==> config.mk <==
export PLATFORM = sky130hd
export DESIGN_NAME = mem_stage
export DESIGN_NICKNAME = d
export VERILOG_FILES = /design/src/common/mem_stage_pkg.sv /design/src/common/operand_src_if.sv /design/src/operand_select/operand_select.sv /design/src/verilog/dcache_port.sv /design/src/verilog/mem_addr_gen.sv /design/src/verilog/mem_stage.sv /design/src/verilog/stage_control.sv
export VERILOG_INCLUDE_DIRS = /design/src /design/src/common
export SDC_FILE = /design/constraint.sdc
export NUM_CORES = 1
export LEC_CHECK = 0
export ABC_AREA = 0
export ABC_CLOCK_PERIOD_IN_PS = 15000
export BUFFER_PORTS_ARGS = -buffer_cell sky130_fd_sc_hd__buf_2
export CAP_MARGIN = 0
export CORE_MARGIN = 2
export CORE_UTILIZATION = 30
export DETAILED_ROUTE_END_ITERATION = 12
export SLEW_MARGIN = 20
export SYNTH_ARGS = -nofsm -noshare
export SYNTH_HDL_FRONTEND = slang
export SYNTH_SLANG_ARGS = --single-unit
==> constraint.sdc <==
create_clock -name clk -period 15 [get_ports clk]
set_input_delay 2.25 -clock clk [delete_from_list [all_inputs] [get_ports clk]]
set_output_delay 2.25 -clock clk [all_outputs]
set_load 0.01 [all_outputs]
==> src/common/mem_stage_defines.svh <==
`ifndef MEM_STAGE_DEFINES_SVH
`define MEM_STAGE_DEFINES_SVH

// Datapath and address width.
`define MS_DATA_W 32

// Operand slots handed to execute.
`define MS_NUM_OPS 4

// Width of an operand-source code.
`define MS_SRC_W 3

// Segment-limit exception bit in ie_type.
`define MS_IE_SEG 0

`endif

==> src/common/mem_stage_pkg.sv <==
`include "mem_stage_defines.svh"

package mem_stage_pkg;

    // Where an operand slot takes its value from.
    typedef enum logic [`MS_SRC_W-1:0] {
        SRC_REG_A    = 3'd0,
        SRC_REG_B    = 3'd1,
        SRC_REG_C    = 3'd2,
        SRC_REG_D    = 3'd3,
        SRC_IMM      = 3'd4,
        SRC_EIP      = 3'd5,
        SRC_MEM_DATA = 3'd6,
        SRC_MEM_ADDR = 3'd7
    } op_src_e;

    // Memory access type of the instruction.
    typedef enum logic [1:0] {
        RW_NONE  = 2'd0,
        RW_READ  = 2'd1,
        RW_WRITE = 2'd2
    } mem_rw_e;

    // Access size; the byte count is 1, 2 or 4.
    typedef enum logic [1:0] {
        SZ_BYTE  = 2'd0,
        SZ_WORD  = 2'd1,
        SZ_DWORD = 2'd2
    } op_size_e;

endpackage

==> src/common/operand_src_if.sv <==
`timescale 1ns/1ns
`include "mem_stage_defines.svh"

interface operand_src_if;
    logic [`MS_DATA_W-1:0] reg_a;
    logic [`MS_DATA_W-1:0] reg_b;
    logic [`MS_DATA_W-1:0] reg_c;
    logic [`MS_DATA_W-1:0] reg_d;
    logic [`MS_DATA_W-1:0] imm;
    logic [`MS_DATA_W-1:0] eip;
    logic [`MS_DATA_W-1:0] mem_data; // Load data from the cache port.
    logic [`MS_DATA_W-1:0] mem_addr; // Effective address after push adjust.

    modport src (
        output reg_a, reg_b, reg_c, reg_d,
        output imm, eip, mem_data, mem_addr
    );

    modport sel (
        input reg_a, reg_b, reg_c, reg_d,
        input imm, eip, mem_data, mem_addr
    );
endinterface

==> src/operand_select/operand_select.sv <==
`timescale 1ns/1ns
`include "mem_stage_defines.svh"

module operand_select (
    operand_src_if.sel              src,
    input  mem_stage_pkg::op_src_e  sel,
    output logic [`MS_DATA_W-1:0]   value
);

    // All eight codes are defined, so the last arm closes the case.
    always_comb begin
        case (sel)
            mem_stage_pkg::SRC_REG_A:    value = src.reg_a;
            mem_stage_pkg::SRC_REG_B:    value = src.reg_b;
            mem_stage_pkg::SRC_REG_C:    value = src.reg_c;
            mem_stage_pkg::SRC_REG_D:    value = src.reg_d;
            mem_stage_pkg::SRC_IMM:      value = src.imm;
            mem_stage_pkg::SRC_EIP:      value = src.eip;
            mem_stage_pkg::SRC_MEM_DATA: value = src.mem_data; // Valid once the read is done.
            default:                     value = src.mem_addr;
        endcase
    end

endmodule

==> src/verilog/dcache_port.sv <==
`timescale 1ns/1ns
`include "mem_stage_defines.svh"

module dcache_port (
    input  logic                    clk,
    input  logic                    rst,
    input  logic                    start,
    input  logic                    accept,
    input  logic [`MS_DATA_W-1:0]   addr,
    input  mem_stage_pkg::op_size_e size,
    output logic                    busy,
    output logic [`MS_DATA_W-1:0]   rdata,
    output logic                    mem_req,
    output logic [`MS_DATA_W-1:0]   mem_addr,
    output mem_stage_pkg::op_size_e mem_size,
    input  logic                    mem_ack,
    input  logic [`MS_DATA_W-1:0]   mem_rdata
);

    localparam logic [1:0] ST_IDLE    = 2'd0;
    localparam logic [1:0] ST_REQ     = 2'd1;
    localparam logic [1:0] ST_ACK_LOW = 2'd2;
    localparam logic [1:0] ST_DONE    = 2'd3;

    logic [1:0] state;

    // Stall the stage from the start cycle until the data is in.
    assign busy = (state == ST_IDLE && start) || state == ST_REQ || state == ST_ACK_LOW;

    always_ff @(posedge clk) begin
        if (rst) begin
            state   <= ST_IDLE;
            mem_req <= 1'b0;
        end else begin
            case (state)
                ST_IDLE: begin
                    if (start) begin
                        state   <= ST_REQ;
                        mem_req <= 1'b1;
                    end
                end
                ST_REQ: begin
                    if (mem_ack) begin
                        state   <= ST_ACK_LOW;
                        mem_req <= 1'b0; // Phase 3.
                    end
                end
                ST_ACK_LOW: begin
                    if (!mem_ack) begin
                        state <= ST_DONE;
                    end
                end
                default: begin
                    if (accept) begin
                        state <= ST_IDLE; // Held instruction is not read again.
                    end
                end
            endcase
        end
    end

    // Address and size stay put for the whole handshake.
    always_ff @(posedge clk) begin
        if (state == ST_IDLE && start) begin
            mem_addr <= addr;
            mem_size <= size;
        end
        if (state == ST_REQ && mem_ack) begin
            rdata <= mem_rdata;
        end
    end

endmodule

==> src/verilog/mem_addr_gen.sv <==
`timescale 1ns/1ns
`include "mem_stage_defines.svh"

module mem_addr_gen (
    input  logic [`MS_DATA_W-1:0]   mem_addr,
    input  mem_stage_pkg::op_size_e opsize,
    input  logic                    size_ovr_en,
    input  mem_stage_pkg::op_size_e size_ovr,
    input  logic                    is_push,
    input  logic [`MS_DATA_W-1:0]   seg_lim,
    input  mem_stage_pkg::mem_rw_e  mem_rw,
    output mem_stage_pkg::op_size_e eff_size,
    output logic [`MS_DATA_W-1:0]   eff_addr,
    output logic                    seg_fault
);

    logic [2:0]          nbytes;
    logic [`MS_DATA_W:0] last_byte; // One extra bit so a wrap past 4G still faults.

    // Override size wins over the decoded operand size.
    always_comb begin
        if (size_ovr_en) begin
            eff_size = size_ovr;
        end else begin
            eff_size = opsize;
        end
    end

    always_comb begin
        case (eff_size)
            mem_stage_pkg::SZ_BYTE: nbytes = 3'd1;
            mem_stage_pkg::SZ_WORD: nbytes = 3'd2;
            default:                nbytes = 3'd4;
        endcase
    end

    // Push writes below the current stack pointer.
    always_comb begin
        if (is_push) begin
            eff_addr = mem_addr - `MS_DATA_W'(nbytes);
        end else begin
            eff_addr = mem_addr;
        end
    end

    always_comb begin
        last_byte = {1'b0, eff_addr} + (`MS_DATA_W+1)'(nbytes) - 1'b1;
        seg_fault = (mem_rw != mem_stage_pkg::RW_NONE) &&
                    (last_byte > {1'b0, seg_lim}); // Only real accesses can fault.
    end

endmodule

==> src/verilog/mem_stage.sv <==
`timescale 1ns/1ns
`include "mem_stage_defines.svh"

module mem_stage (
    input  logic                    clk,
    input  logic                    rst,
    input  logic                    valid_in,
    input  mem_stage_pkg::op_size_e opsize,
    input  logic                    size_ovr_en,
    input  mem_stage_pkg::op_size_e size_ovr,
    input  logic [`MS_DATA_W-1:0]   mem_addr_in,
    input  mem_stage_pkg::mem_rw_e  mem_rw,
    input  logic                    is_push,
    input  logic [`MS_DATA_W-1:0]   seg_lim,
    input  logic [`MS_DATA_W-1:0]   reg_a,
    input  logic [`MS_DATA_W-1:0]   reg_b,
    input  logic [`MS_DATA_W-1:0]   reg_c,
    input  logic [`MS_DATA_W-1:0]   reg_d,
    input  logic [`MS_DATA_W-1:0]   imm,
    input  logic [`MS_DATA_W-1:0]   eip,
    input  mem_stage_pkg::op_src_e  op1_sel,
    input  mem_stage_pkg::op_src_e  op2_sel,
    input  mem_stage_pkg::op_src_e  op3_sel,
    input  mem_stage_pkg::op_src_e  op4_sel,
    input  logic                    ie_in,
    input  logic [3:0]              ie_type_in,
    input  logic                    out_stall,
    input  logic                    mem_ack,
    input  logic [`MS_DATA_W-1:0]   mem_rdata,
    output logic                    mem_req,
    output logic [`MS_DATA_W-1:0]   mem_addr,
    output mem_stage_pkg::op_size_e mem_size,
    output logic                    stall,
    output logic                    valid_out,
    output logic [`MS_DATA_W-1:0]   op1,
    output logic [`MS_DATA_W-1:0]   op2,
    output logic [`MS_DATA_W-1:0]   op3,
    output logic [`MS_DATA_W-1:0]   op4,
    output logic [`MS_DATA_W-1:0]   addr_out,
    output logic                    ie_out,
    output logic [3:0]              ie_type_out
);

    mem_stage_pkg::op_size_e                  eff_size;
    logic [`MS_DATA_W-1:0]                    eff_addr;
    logic                                     seg_fault;
    logic                                     rd_start;
    logic                                     rd_busy;
    logic [`MS_DATA_W-1:0]                    rd_data;
    logic                                     accept;
    mem_stage_pkg::op_src_e                   op_sel [`MS_NUM_OPS];
    logic [`MS_NUM_OPS-1:0][`MS_DATA_W-1:0]   ops;
    logic [`MS_NUM_OPS-1:0][`MS_DATA_W-1:0]   ops_q;

    operand_src_if srcs ();

    assign srcs.reg_a    = reg_a;
    assign srcs.reg_b    = reg_b;
    assign srcs.reg_c    = reg_c;
    assign srcs.reg_d    = reg_d;
    assign srcs.imm      = imm;
    assign srcs.eip      = eip;
    assign srcs.mem_addr = eff_addr;
    assign srcs.mem_data = rd_data;

    mem_addr_gen u_addr_gen (
        .mem_addr    (mem_addr_in),
        .opsize      (opsize),
        .size_ovr_en (size_ovr_en),
        .size_ovr    (size_ovr),
        .is_push     (is_push),
        .seg_lim     (seg_lim),
        .mem_rw      (mem_rw),
        .eff_size    (eff_size),
        .eff_addr    (eff_addr),
        .seg_fault   (seg_fault)
    );

    // Faulting reads never reach the memory port.
    assign rd_start = valid_in && (mem_rw == mem_stage_pkg::RW_READ) && !seg_fault;

    dcache_port u_dcache_port (
        .clk       (clk),
        .rst       (rst),
        .start     (rd_start),
        .accept    (accept),
        .addr      (eff_addr),
        .size      (eff_size),
        .busy      (rd_busy),
        .rdata     (rd_data),
        .mem_req   (mem_req),
        .mem_addr  (mem_addr),
        .mem_size  (mem_size),
        .mem_ack   (mem_ack),
        .mem_rdata (mem_rdata)
    );

    assign op_sel[0] = op1_sel;
    assign op_sel[1] = op2_sel;
    assign op_sel[2] = op3_sel;
    assign op_sel[3] = op4_sel;

    for (genvar g = 0; g < `MS_NUM_OPS; g++) begin : g_op
        operand_select u_sel (
            .src   (srcs),
            .sel   (op_sel[g]),
            .value (ops[g])
        );
    end

    stage_control u_ctrl (
        .clk         (clk),
        .rst         (rst),
        .valid_in    (valid_in),
        .out_stall   (out_stall),
        .mem_busy    (rd_busy),
        .seg_fault   (seg_fault),
        .ie_in       (ie_in),
        .ie_type_in  (ie_type_in),
        .ops_in      (ops),
        .eff_addr    (eff_addr),
        .stall       (stall),
        .accept      (accept),
        .valid_out   (valid_out),
        .ops_out     (ops_q),
        .addr_out    (addr_out),
        .ie_out      (ie_out),
        .ie_type_out (ie_type_out)
    );

    assign op1 = ops_q[0];
    assign op2 = ops_q[1];
    assign op3 = ops_q[2];
    assign op4 = ops_q[3];

endmodule

==> src/verilog/stage_control.sv <==
`timescale 1ns/1ns
`include "mem_stage_defines.svh"

module stage_control (
    input  logic                                      clk,
    input  logic                                      rst,
    input  logic                                      valid_in,
    input  logic                                      out_stall,
    input  logic                                      mem_busy,
    input  logic                                      seg_fault,
    input  logic                                      ie_in,
    input  logic [3:0]                                ie_type_in,
    input  logic [`MS_NUM_OPS-1:0][`MS_DATA_W-1:0]    ops_in,
    input  logic [`MS_DATA_W-1:0]                     eff_addr,
    output logic                                      stall,
    output logic                                      accept,
    output logic                                      valid_out,
    output logic [`MS_NUM_OPS-1:0][`MS_DATA_W-1:0]    ops_out,
    output logic [`MS_DATA_W-1:0]                     addr_out,
    output logic                                      ie_out,
    output logic [3:0]                                ie_type_out
);

    logic [3:0] ie_type_nx;

    // Hold upstream while the read runs or execute is not taking the result.
    assign stall  = (valid_in && mem_busy) || (valid_out && out_stall);
    assign accept = valid_in && !stall;

    always_comb begin
        ie_type_nx = ie_type_in;
        ie_type_nx[`MS_IE_SEG] = ie_type_in[`MS_IE_SEG] | seg_fault; // Segment limit fault.
    end

    always_ff @(posedge clk) begin
        if (rst) begin
            valid_out <= 1'b0;
            ie_out    <= 1'b0;
        end else if (accept) begin
            valid_out <= 1'b1;
            ie_out    <= ie_in | seg_fault;
        end else if (!out_stall) begin
            valid_out <= 1'b0; // Bubble once execute drains.
        end
    end

    always_ff @(posedge clk) begin
        if (accept) begin
            ops_out     <= ops_in;
            addr_out    <= eff_addr;
            ie_type_out <= ie_type_nx;
        end
    end

endmodule
Word-level counts from Yosys, hierarchy flattened. Cells that the tools add are included.

Bits in latches: 0. Memories: 0. Register bits after elaboration: 235. Word-level logic and storage cells: 92. Input bits: 318. ROM bits: 0. Bits in writable memories: 0. Output and inout bits: 202.

Shifts and indexed selects: 0. Equality and inequality tests: 32. Reductions and logical operators: 24. Div/mod/pow operators: 0. Order comparisons: 1. $mul: 0. Multiplexer cells: 17. $add $sub $neg: 3. Bitwise logic cells: 2.

Operator list (count): $pmux W32 S7 (4); $eq A3 B3 Y1 const B (12); $add A32 B3 Y33 (1); $gt A33 B32 Y1 (1); $sub A33 B1 Y33 const B (1); $mux W32 (1); $sub A32 B3 Y32 (1); $eq A3 B2 Y1 const B (8); $eq A3 B1 Y1 const B (4); $logic_not A3 Y1 (4); $mux W2 (5); $logic_and A1 B1 Y1 (8); $eq A2 B1 Y1 const B (3); $pmux W2 S3 (1); $pmux W3 S2 (1); $logic_not A2 Y1 (2); $mux W1 (4); $ne A2 B1 Y1 const B (2); $ne A2 B2 Y1 const B (2); $reduce_and A4 Y1 (1); $reduce_bool A2 Y1 (2); $reduce_bool A4 Y1 (1); $logic_or A1 B1 Y1 (3); $reduce_and A3 Y1 (1); other kinds (4) (6).

Depth between registers and ports, before layout. Gate-level depths: netlist (run 1).

Depth after elaboration: 20. Gate-level depth with buffers: 33. Depth with buffers taken out: 33.

Hierarchy. Synthesis (run 1) repeated with hierarchy kept, for this count alone.

Cells, all modules: 1968. Area, all modules: 18634.1 um^2.

By module, submodules not included: operand_select (instances 4, cells an instance 294, sequential area each 0.0 um^2, area each 1936.9 um^2); stage_control (instances 1, cells an instance 177, sequential area each 4964.8 um^2, area each 5028.6 um^2); mem_addr_gen (instances 1, cells an instance 523, sequential area each 0.0 um^2, area each 3624.7 um^2); dcache_port (instances 1, cells an instance 91, sequential area each 2042.0 um^2, area each 2220.9 um^2); mem_stage (instances 1, cells an instance 1, sequential area each 0.0 um^2, area each 12.5 um^2).

Worst setup path before layout (run 1). No wires, ideal clock.

Path kind: input-to-reg. From: input size_ovr_en. To: register u_ctrl.addr_out[0], enable pin. Data arrival time: 11.083 ns. Path buffers: 0. Stages: 31. Slack: 3.401 ns. Required time: 14.484 ns. Setup time: 0.516 ns. Cells stage by stage: mux2i_1 inv_1 nor2_1 ha_1 fa_1 mux2_2 ha_1 inv_1 ha_1 fa_1 a21o_1 a221oi_1 o21ai_0 nand2_1 o211ai_1 a31oi_1 o21ai_0 a21o_1 a21o_1 a21oi_1 xnor2_1 ha_1 nand4_1 nor3_1 o31a_1 o31a_1 a21o_1 o41ai_4 nor2_2 o21ai_0 inv_1.

Longest elaborated chain between the ends: 18. Elaborated cells on any way between the ends: 19. Classes of those cells: add/sub: 3; order compare: 1; eq/ne: 1; mux: 3; reduce/logical: 11.

Ends and longest elaborated chain: from (decl) (line mem_stage.sv:9) `input logic size_ovr_en,`; $mux W2 * (line mem_addr_gen.sv:22) `if (size_ovr_en) begin`; net eff_size[1] (line mem_stage.sv:44) `mem_stage_pkg::op_size_e eff_size;`; $eq A2 B1 Y1 or $logic_not A2 Y1 (tied branches) (line mem_addr_gen.sv:30) `case (eff_size)`; $pmux W3 S2 * (line mem_addr_gen.sv:30); $sub A32 B3 Y32 (line mem_addr_gen.sv:40) `` eff_addr = mem_addr - `MS_DATA_W'(nbytes); ``; $mux W32 (line mem_addr_gen.sv:39) `if (is_push) begin`; $add A32 B3 Y33 * (line mem_addr_gen.sv:47) `` last_byte = {1'b0, eff_addr} + (`MS_DATA_W+1)'(nbytes) - 1'b1; ``; $sub A33 B1 Y33 * (line mem_addr_gen.sv:47); [... 3 more ...]; $logic_and A1 B1 Y1 * (line mem_stage.sv:80) `assign rd_start = valid_in && (mem_rw == mem_stage_pkg::RW_READ) && !seg_fault;`; $logic_and A1 B1 Y1 * (line dcache_port.sv:28) `assign busy = (state == ST_IDLE && start) || state == ST_REQ || state == ST_ACK_LOW;`; $logic_or A1 B1 Y1 * (2 in series) (line dcache_port.sv:28); $logic_and A1 B1 Y1 * (line stage_control.sv:27) `assign stall = (valid_in && mem_busy) || (valid_out && out_stall);`; $logic_or A1 B1 Y1 * (line stage_control.sv:27); $logic_not A1 Y1 * (line stage_control.sv:28) `assign accept = valid_in && !stall;`; $logic_and A1 B1 Y1 * (line stage_control.sv:28); net accept (line mem_stage.sv:50) `logic accept;`; to (signal assigned) (line stage_control.sv:50) `addr_out <= eff_addr;`; to (decl) (line stage_control.sv:19) `` output logic [`MS_DATA_W-1:0] addr_out, ``.

The timed path passes the listed nets; every way through them passes the cells marked *. A chain may end at the register's enable or synchronous reset.

Final worst setup path (run 1).
From: input size_ovr_en. To: output stall.

Longest elaborated chain between the ends: 16. Elaborated cells on any way between the ends: 17. Classes of those cells: add/sub: 3; order compare: 1; eq/ne: 1; mux: 3; reduce/logical: 9.

Ends and longest elaborated chain: $mux W2 * (line mem_addr_gen.sv:22); $eq A2 B1 Y1 or $logic_not A2 Y1 (tied branches) (line mem_addr_gen.sv:30); $pmux W3 S2 * (line mem_addr_gen.sv:30); $sub A32 B3 Y32 * (line mem_addr_gen.sv:40); $mux W32 * (line mem_addr_gen.sv:39); net eff_addr[7] (line mem_stage.sv:45) `` logic [`MS_DATA_W-1:0] eff_addr; ``; $add A32 B3 Y33 * (line mem_addr_gen.sv:47); $sub A33 B1 Y33 * (line mem_addr_gen.sv:47); $gt A33 B32 Y1 * (line mem_addr_gen.sv:49) `(last_byte > {1'b0, seg_lim});`; $logic_and A1 B1 Y1 * (line mem_addr_gen.sv:48) `seg_fault = (mem_rw != mem_stage_pkg::RW_NONE) &&`; $logic_not A1 Y1 * (line mem_stage.sv:80); $logic_and A1 B1 Y1 * (line mem_stage.sv:80); $logic_and A1 B1 Y1 * (line dcache_port.sv:28); $logic_or A1 B1 Y1 * (2 in series) (line dcache_port.sv:28); $logic_and A1 B1 Y1 * (line stage_control.sv:27); $logic_or A1 B1 Y1 * (line stage_control.sv:27); to (decl) (line mem_stage.sv:33) `output logic stall,`.

Marked as above.

==> results of run 1 <==
sequential cells by signal, summed over array words and instances (netlist names):
name / flops
u_dcache_port.mem_req: 1
u_dcache_port.state: 2
u_ctrl.ie_out: 1
u_dcache_port.mem_addr: 32
u_dcache_port.mem_size: 2
u_ctrl.ie_type_out: 4
u_ctrl.ops_out: 128
u_dcache_port.rdata: 32
u_ctrl.addr_out: 32
u_ctrl.valid_out: 1
cell families after synthesis:
logic type      count (synthesis)  share of synthesized area
flops                         235                      0.372
xor+xnor                       56                     0.0260
fa+ha+maj                      73                     0.0493
mux                           237                      0.159
simple gates                  572                      0.133
buf+inv                       243                     0.0485
compound gates                638                      0.213
report_power, final:
part           leakage (nW)  switching [mW]  internal (mW)
registers              2.21          0.0625          0.934
clock network         0.485           0.316          0.424
logic                  7.07           0.601          0.333
layer usage:
metal	up-vias	part of all wire	GRT usage
met5	-	0.0016	0
met2	1212	0.45	0.432
li1	8651	-	-
met3	216	0.11	0.0824
met4	28	0.039	0.0994
met1	9542	0.40	0.356
worst min-delay path: stages, from the launching register on:
cell and delay (ps):
dfxtp_1 300, inv_1 50, a211oi_1 50
final timing paths:
kind / endpoint / slack (ps) / cells after the start
setup / recovery: stall / 3150 / 33
hold / removal: u_ctrl.ie_out / 460 / 2
setup reg to reg: u_ctrl.ops_out[44] / 11530 / 7
hold reg to reg: u_ctrl.ie_out / 460 / 2
layout make-up:
cell class | instances | share of cell area
well taps | 837 | 0.0449
diodes | 27 | 0.00289
multi-input cells | 1576 | 0.470
clock inverters | 22 | 0.00766
repair buffers | 557 | 0.125
flip-flops and latches | 235 | 0.300
clock buffers | 34 | 0.0350
inverters | 93 | 0.0152
per-stage QoR:
step	hold WS (ps)	worst slack, ps
6_report	458	3150
3_5_place_dp	449	3180
5_1_grt	478	2570
2_1_floorplan	469	3400
3_3_place_gp	442	3400
4_1_cts	458	3160
cell usage in the layout (no fill, tap or decap), types with 10 or more instances in the layout:
cell type,Yosys,layout
diode_2,0,27
nor3_1,23,23
a22oi_1,26,26
a21o_1,30,30
edfxtp_1,230,230
nor2_1,215,215
a211oi_1,10,10
nand2_1,220,220
mux2i_1,88,88
nor2b_1,22,12
a22o_1,10,10
buf_2,1,508
inv_1,93,92
buf_4,0,49
ha_1,71,71
a221oi_1,95,95
xor2_1,19,19
nand4_1,17,17
clkbuf_16,0,31
o21ai_0,138,138
a31oi_1,37,37
a21oi_1,237,237
mux4_2,38,38
mux2_2,110,110
xnor2_1,37,35
nand3_1,19,19
==> impl_metrics.csv, run 1 <==
group,metric,value,unit
pwr,total_power,2.67,mW
synthesis,yosys.area.top_type_share,0.367,
floorplanning,num_rows,91,
worst_setup_path,crit_path_end_kind,"output pin",
worst_setup_path,cp.required,12750,ps
clock_network,numCtsBuffers,30,
status,status,"finished clean",
worst_setup_path,rr_startpoint,"u_dcache_port.state[1]",
synthesis,synth_nets,2445,
pwr,ir_worst_vdd,91.2,µV
layout,synthToLayoutAreaGrowth,24.0,%
flow_run,maxCapViolCount,0,
synthesis,yosysMostFrequentCell,"a21oi_1",
detailed_routing,drc,0,
detailed_routing,drt_iter0_markers,2127,
worst_setup_path,cp_top_family,"compound AO/OA/AOI/OAI gates",
pwr,pwr_density_cell,114,nW/µm²
worst_setup_path,crit_path_max_fanout,5,
layout,multi_input_area,11000,µm²
timing,setup_viol,0,
worst_setup_path,cp_common_cell,"nand2_1",
place,place_inst,3298,
worst_setup_path,crit_type,"input port to output pin",
floorplanning,core_area,61800,µm²
timing,worstMarginPinSlew,1220,ps
timing,setup_tns,0,ps
clock_network,clk_latency,600,ps
layout,final_cell_area,23300,µm²
clock_network,h-tree-depth,1,
place,dpl.hpwl,67900,µm
place,placed_area,22300,µm²
synthesis,synthTopCellsByCount,"a21oi_1 (237), edfxtp_1 (230), nand2_1 (220), nor2_1 (215), o21ai_0 (138)",
timing,report.final.slew_viol_count,0,
floorplanning,dieWidth,255,µm
synthesis,synth-seq-cells,235,
synthesis,synth.distinct_cells,72,
layout,fin_util,0.378,
worst_hold_path,hp-start,"u_ctrl.ie_out",
layout,regArea,7010,µm²
synthesis,synthCells,2054,
place,port_buffers,519,
grt,grt_max_degree,101,
grt,grt-ovfl-total,0,
synthesis,async_flop_share,0,
timing,rsz0062_at_grt,"no",
detailed_routing,wl_per_cell,27.4,µm
floorplanning,die-area,64800,µm²
layout,finalNetCount,2884,
grt,grt_first_pass_wirelength,130000,µm
floorplanning,initial_utilization,0.305,
layout,fillers,6296,
timing,maxSlewHeadroom,0.183,
worst_setup_path,cp_slowest_cell,"xnor2_1",
clock_network,clk_path_buf_depth,3,
synthesis,synth_ff_type,"edfxtp_1",
synthesis,synth_area_leader_cell,"edfxtp_1",
clock_network,clkSlewWorstSetupHoldPaths,60,ps
synthesis,seq_area_frac_synth,0.372,
place,routabilityCongestion,0.927,
detailed_routing,via_per_inst,5.81,
synthesis,synth.area.top_cells,"edfxtp_1 (37%), mux2_2 (6.6%), a21oi_1 (6.3%)",
worst_setup_path,critPathLaunchType,"input port",
timing,max_freq,84.4,MHz
synthesis,yosys_warnings,0,
floorplanning,die_y,255,µm
clock_network,post-cts-setup-buffer-count,0,
timing,finalCriticalPeriod,11850,ps
worst_setup_path,cp_num_buf_inv,3,
timing,period_share,0.790,
layout,instances_no_fill,3381,
worst_setup_path,critPathMaxStageDelay,540,ps
synthesis,synth.cell_area,18800,µm²
clock_network,ctsHoldBuffers,0,
detailed_routing,vias,19600,
worst_hold_path,hp-class,"register to register",
synthesis,syn_area_per_cell,9.17,µm²
clock_network,cts_tree,"yes",
worst_setup_path,arrival,9600,ps
grt,antenna_found_initial,37,
detailed_routing,drt-total-wl,92500,µm
layout,final_layout_size_suffix_gt1_frac,0.314,
detailed_routing,dr.pass1.iters,5,
floorplanning,ios,520,
grt,grt_usage,0.274,
synthesis,synth_edf_count,230,
timing,skew,16.9,ps
clock_network,cts-root-buf,"clkbuf_16",
timing,hold_viol_final,0,
worst_setup_path,startpoint,"size_ovr_en",
grt,first_global_vias,18900,
detailed_routing,ant_nets,0,
clock_network,cts_sinks,235,
clock_network,cts_resized,0,
pwr,leakage,9.77,nW
Note: power is estimated with default switching activity, not from simulation.
==> run 2: changes to the inputs <==
--- a/config.mk
+++ b/config.mk
@@ -7,7 +7,7 @@
 export NUM_CORES = 1
 export LEC_CHECK = 0
 export ABC_AREA = 0
-export ABC_CLOCK_PERIOD_IN_PS = 15000
+export ABC_CLOCK_PERIOD_IN_PS = 10150
 export BUFFER_PORTS_ARGS = -buffer_cell sky130_fd_sc_hd__buf_2
 export CAP_MARGIN = 0
 export CORE_MARGIN = 2
==> constraint.sdc (replaced) <==
create_clock -name clk -period 10.15 [get_ports clk]
set_input_delay 1.5225 -clock clk [delete_from_list [all_inputs] [get_ports clk]]
set_output_delay 1.5225 -clock clk [all_outputs]
set_load 0.01 [all_outputs]
==> impl_metrics.csv, run 2 (synthesis gave the netlist of run 1 again) <==
group,metric,value,unit
grt,grt_first_pass_wirelength,134000,µm
grt,grt_usage,0.285,
detailed_routing,via_per_inst,5.86,
layout,regMostFlops,"u_ctrl.ops_out",
worst_hold_path,hold_depth,2,
clock_network,clk_path_buf_depth,3,
clock_network,post-cts-setup-buffer-count,0,
floorplanning,die_y,255,µm
worst_setup_path,cp_num_buf_inv,5,
timing,skew,14.4,ps
layout,final_cell_mix,"buf_2 (508), a21oi_1 (237), edfxtp_1 (230)",
clock_network,clkSlewWorstSetupHoldPaths,60,ps
status,status,"finished clean",
worst_setup_path,critPathMaxStageDelay,440,ps
worst_setup_path,ff2ff_path_depth,7,
layout,final_layout_size_suffix_gt1_frac,0.322,
worst_setup_path,critPathLaunchType,"input port",
worst_hold_path,hp-class,"register to register",
floorplanning,core_area,61800,µm²
timing,worstMarginPinSlew,1200,ps
timing,setup_viol,0,
detailed_routing,drt-total-wl,96200,µm
clock_network,cts-root-buf,"clkbuf_16",
floorplanning,ios,520,
worst_setup_path,cp.required,8630,ps
timing,finalCriticalPeriod,9770,ps
layout,final_common_cell,"buf_2",
flow_run,maxCapViolCount,0,
detailed_routing,dr.pass1.iters,6,
detailed_routing,vias,19900,
pwr,leakage,9.88,nW
pwr,ir_worst_vdd,137,µV
timing,period_share,0.962,
layout,finalNetCount,2900,
floorplanning,num_rows,91,
worst_setup_path,crit_type,"input port to output pin",
clock_network,h-tree-depth,1,
worst_setup_path,cp_top_family,"compound AO/OA/AOI/OAI gates",
detailed_routing,drc,0,
clock_network,clk_latency,610,ps
worst_setup_path,cp_slowest_cell,"fa_1",
timing,hold_slack,457,ps
grt,grt-ovfl-total,0,
layout,largest_register_ffs,128,
floorplanning,die-area,64800,µm²
place,port_buffers,519,
floorplanning,initial_utilization,0.305,
floorplanning,dieWidth,255,µm
grt,first_global_vias,19300,
timing,report.final.slew_viol_count,0,
worst_setup_path,crit_path_max_fanout,5,
pwr,total_power,4.04,mW
timing,hold_viol_final,0,
place,routabilityCongestion,0.945,
worst_setup_path,arrival,8240,ps
place,dpl.hpwl,69400,µm
clock_network,cts_tree,"yes",
timing,rsz0062_at_grt,"no",
pwr,pwr_density_cell,172,nW/µm²
clock_network,cts_sinks,235,
worst_setup_path,cp_common_cell,"ha_1",
worst_setup_path,crit_path_end_kind,"output pin",
timing,setup_tns,0,ps
grt,antenna_found_initial,38,
detailed_routing,drt_iter0_markers,2000,
clock_network,numCtsBuffers,31,
timing,maxSlewHeadroom,0.198,
worst_setup_path,critical_path_depth,32,
grt,grt_max_degree,115,
layout,synthToLayoutAreaGrowth,25.1,%
detailed_routing,ant_nets,0,
detailed_routing,wl_per_cell,28.4,µm
timing,max_freq,102,MHz
run 2: cell types whose count changed in the layout (fill, tap and decap cells not counted), sizes merged:
cell | before | now
diode | 27 | 24
bufinv | 2 | 4
clkinv | 15 | 12
clkbuf | 34 | 37
buf | 557 | 572
clkinvlp | 4 | 3
run 2: layout make-up:
type	count	area [µm²]
Inverter	93	353
Clock buffer	37	808
Tap cell	837	1050
Multi-Input combinational cell	1576	11000
Timing Repair Buffer	572	3040
Fill cell	6251	38300
Antenna cell	24	60.1
Sequential cell	235	7010
Clock inverter	20	220
run 2: power breakdown:
part | internal (mW) | switching [mW]
clock network | 0.668 | 0.489
logic | 0.505 | 0.906
registers | 1.38 | 0.0960
total | 2.55 | 1.49
run 2: worst min-delay path: stages, from the launching register on:
cell	delay, ps
dfxtp_1	310
inv_1	50
a211oi_1	50
run 2: final timing paths:
kind | from | end | slack, ps
max | size_ovr_en | stall | 380
min | u_ctrl.ie_out | u_ctrl.ie_out | 460
max reg2reg | u_dcache_port.state[0] | u_ctrl.ops_out[65] | 7830
min reg2reg | u_ctrl.ie_out | u_ctrl.ie_out | 460
run 2: repair_timing:
| action | in CTS | in global routing |
|---|---|---|
| resized for setup | 0 | 15 |
| hold buffers | 0 | 0 |
| endpoints found under the setup margin | 0 | 1 |
run 2: through the flow:
step	worst slack [ps]	utilization	instances	cell area [µm²]
after detailed placement	183	0.362	3313	22400
after global placement	260	0.362	3313	22400
after CTS	162	0.379	3370	23400
after global routing	11.2	0.381	3384	23500
after floorplan	52.2	-	2054	18800
final	384	0.381	3394	23600
run 2: layer usage:
metal / vias up / GRT usage / wire length (µm)
li1: 8664 / - / -
met4: 34 / 0.110 / 3990
met2: 1273 / 0.446 / 42900
met5: - / 0 / 228
met3: 269 / 0.0816 / 10800
met1: 9658 / 0.372 / 38300
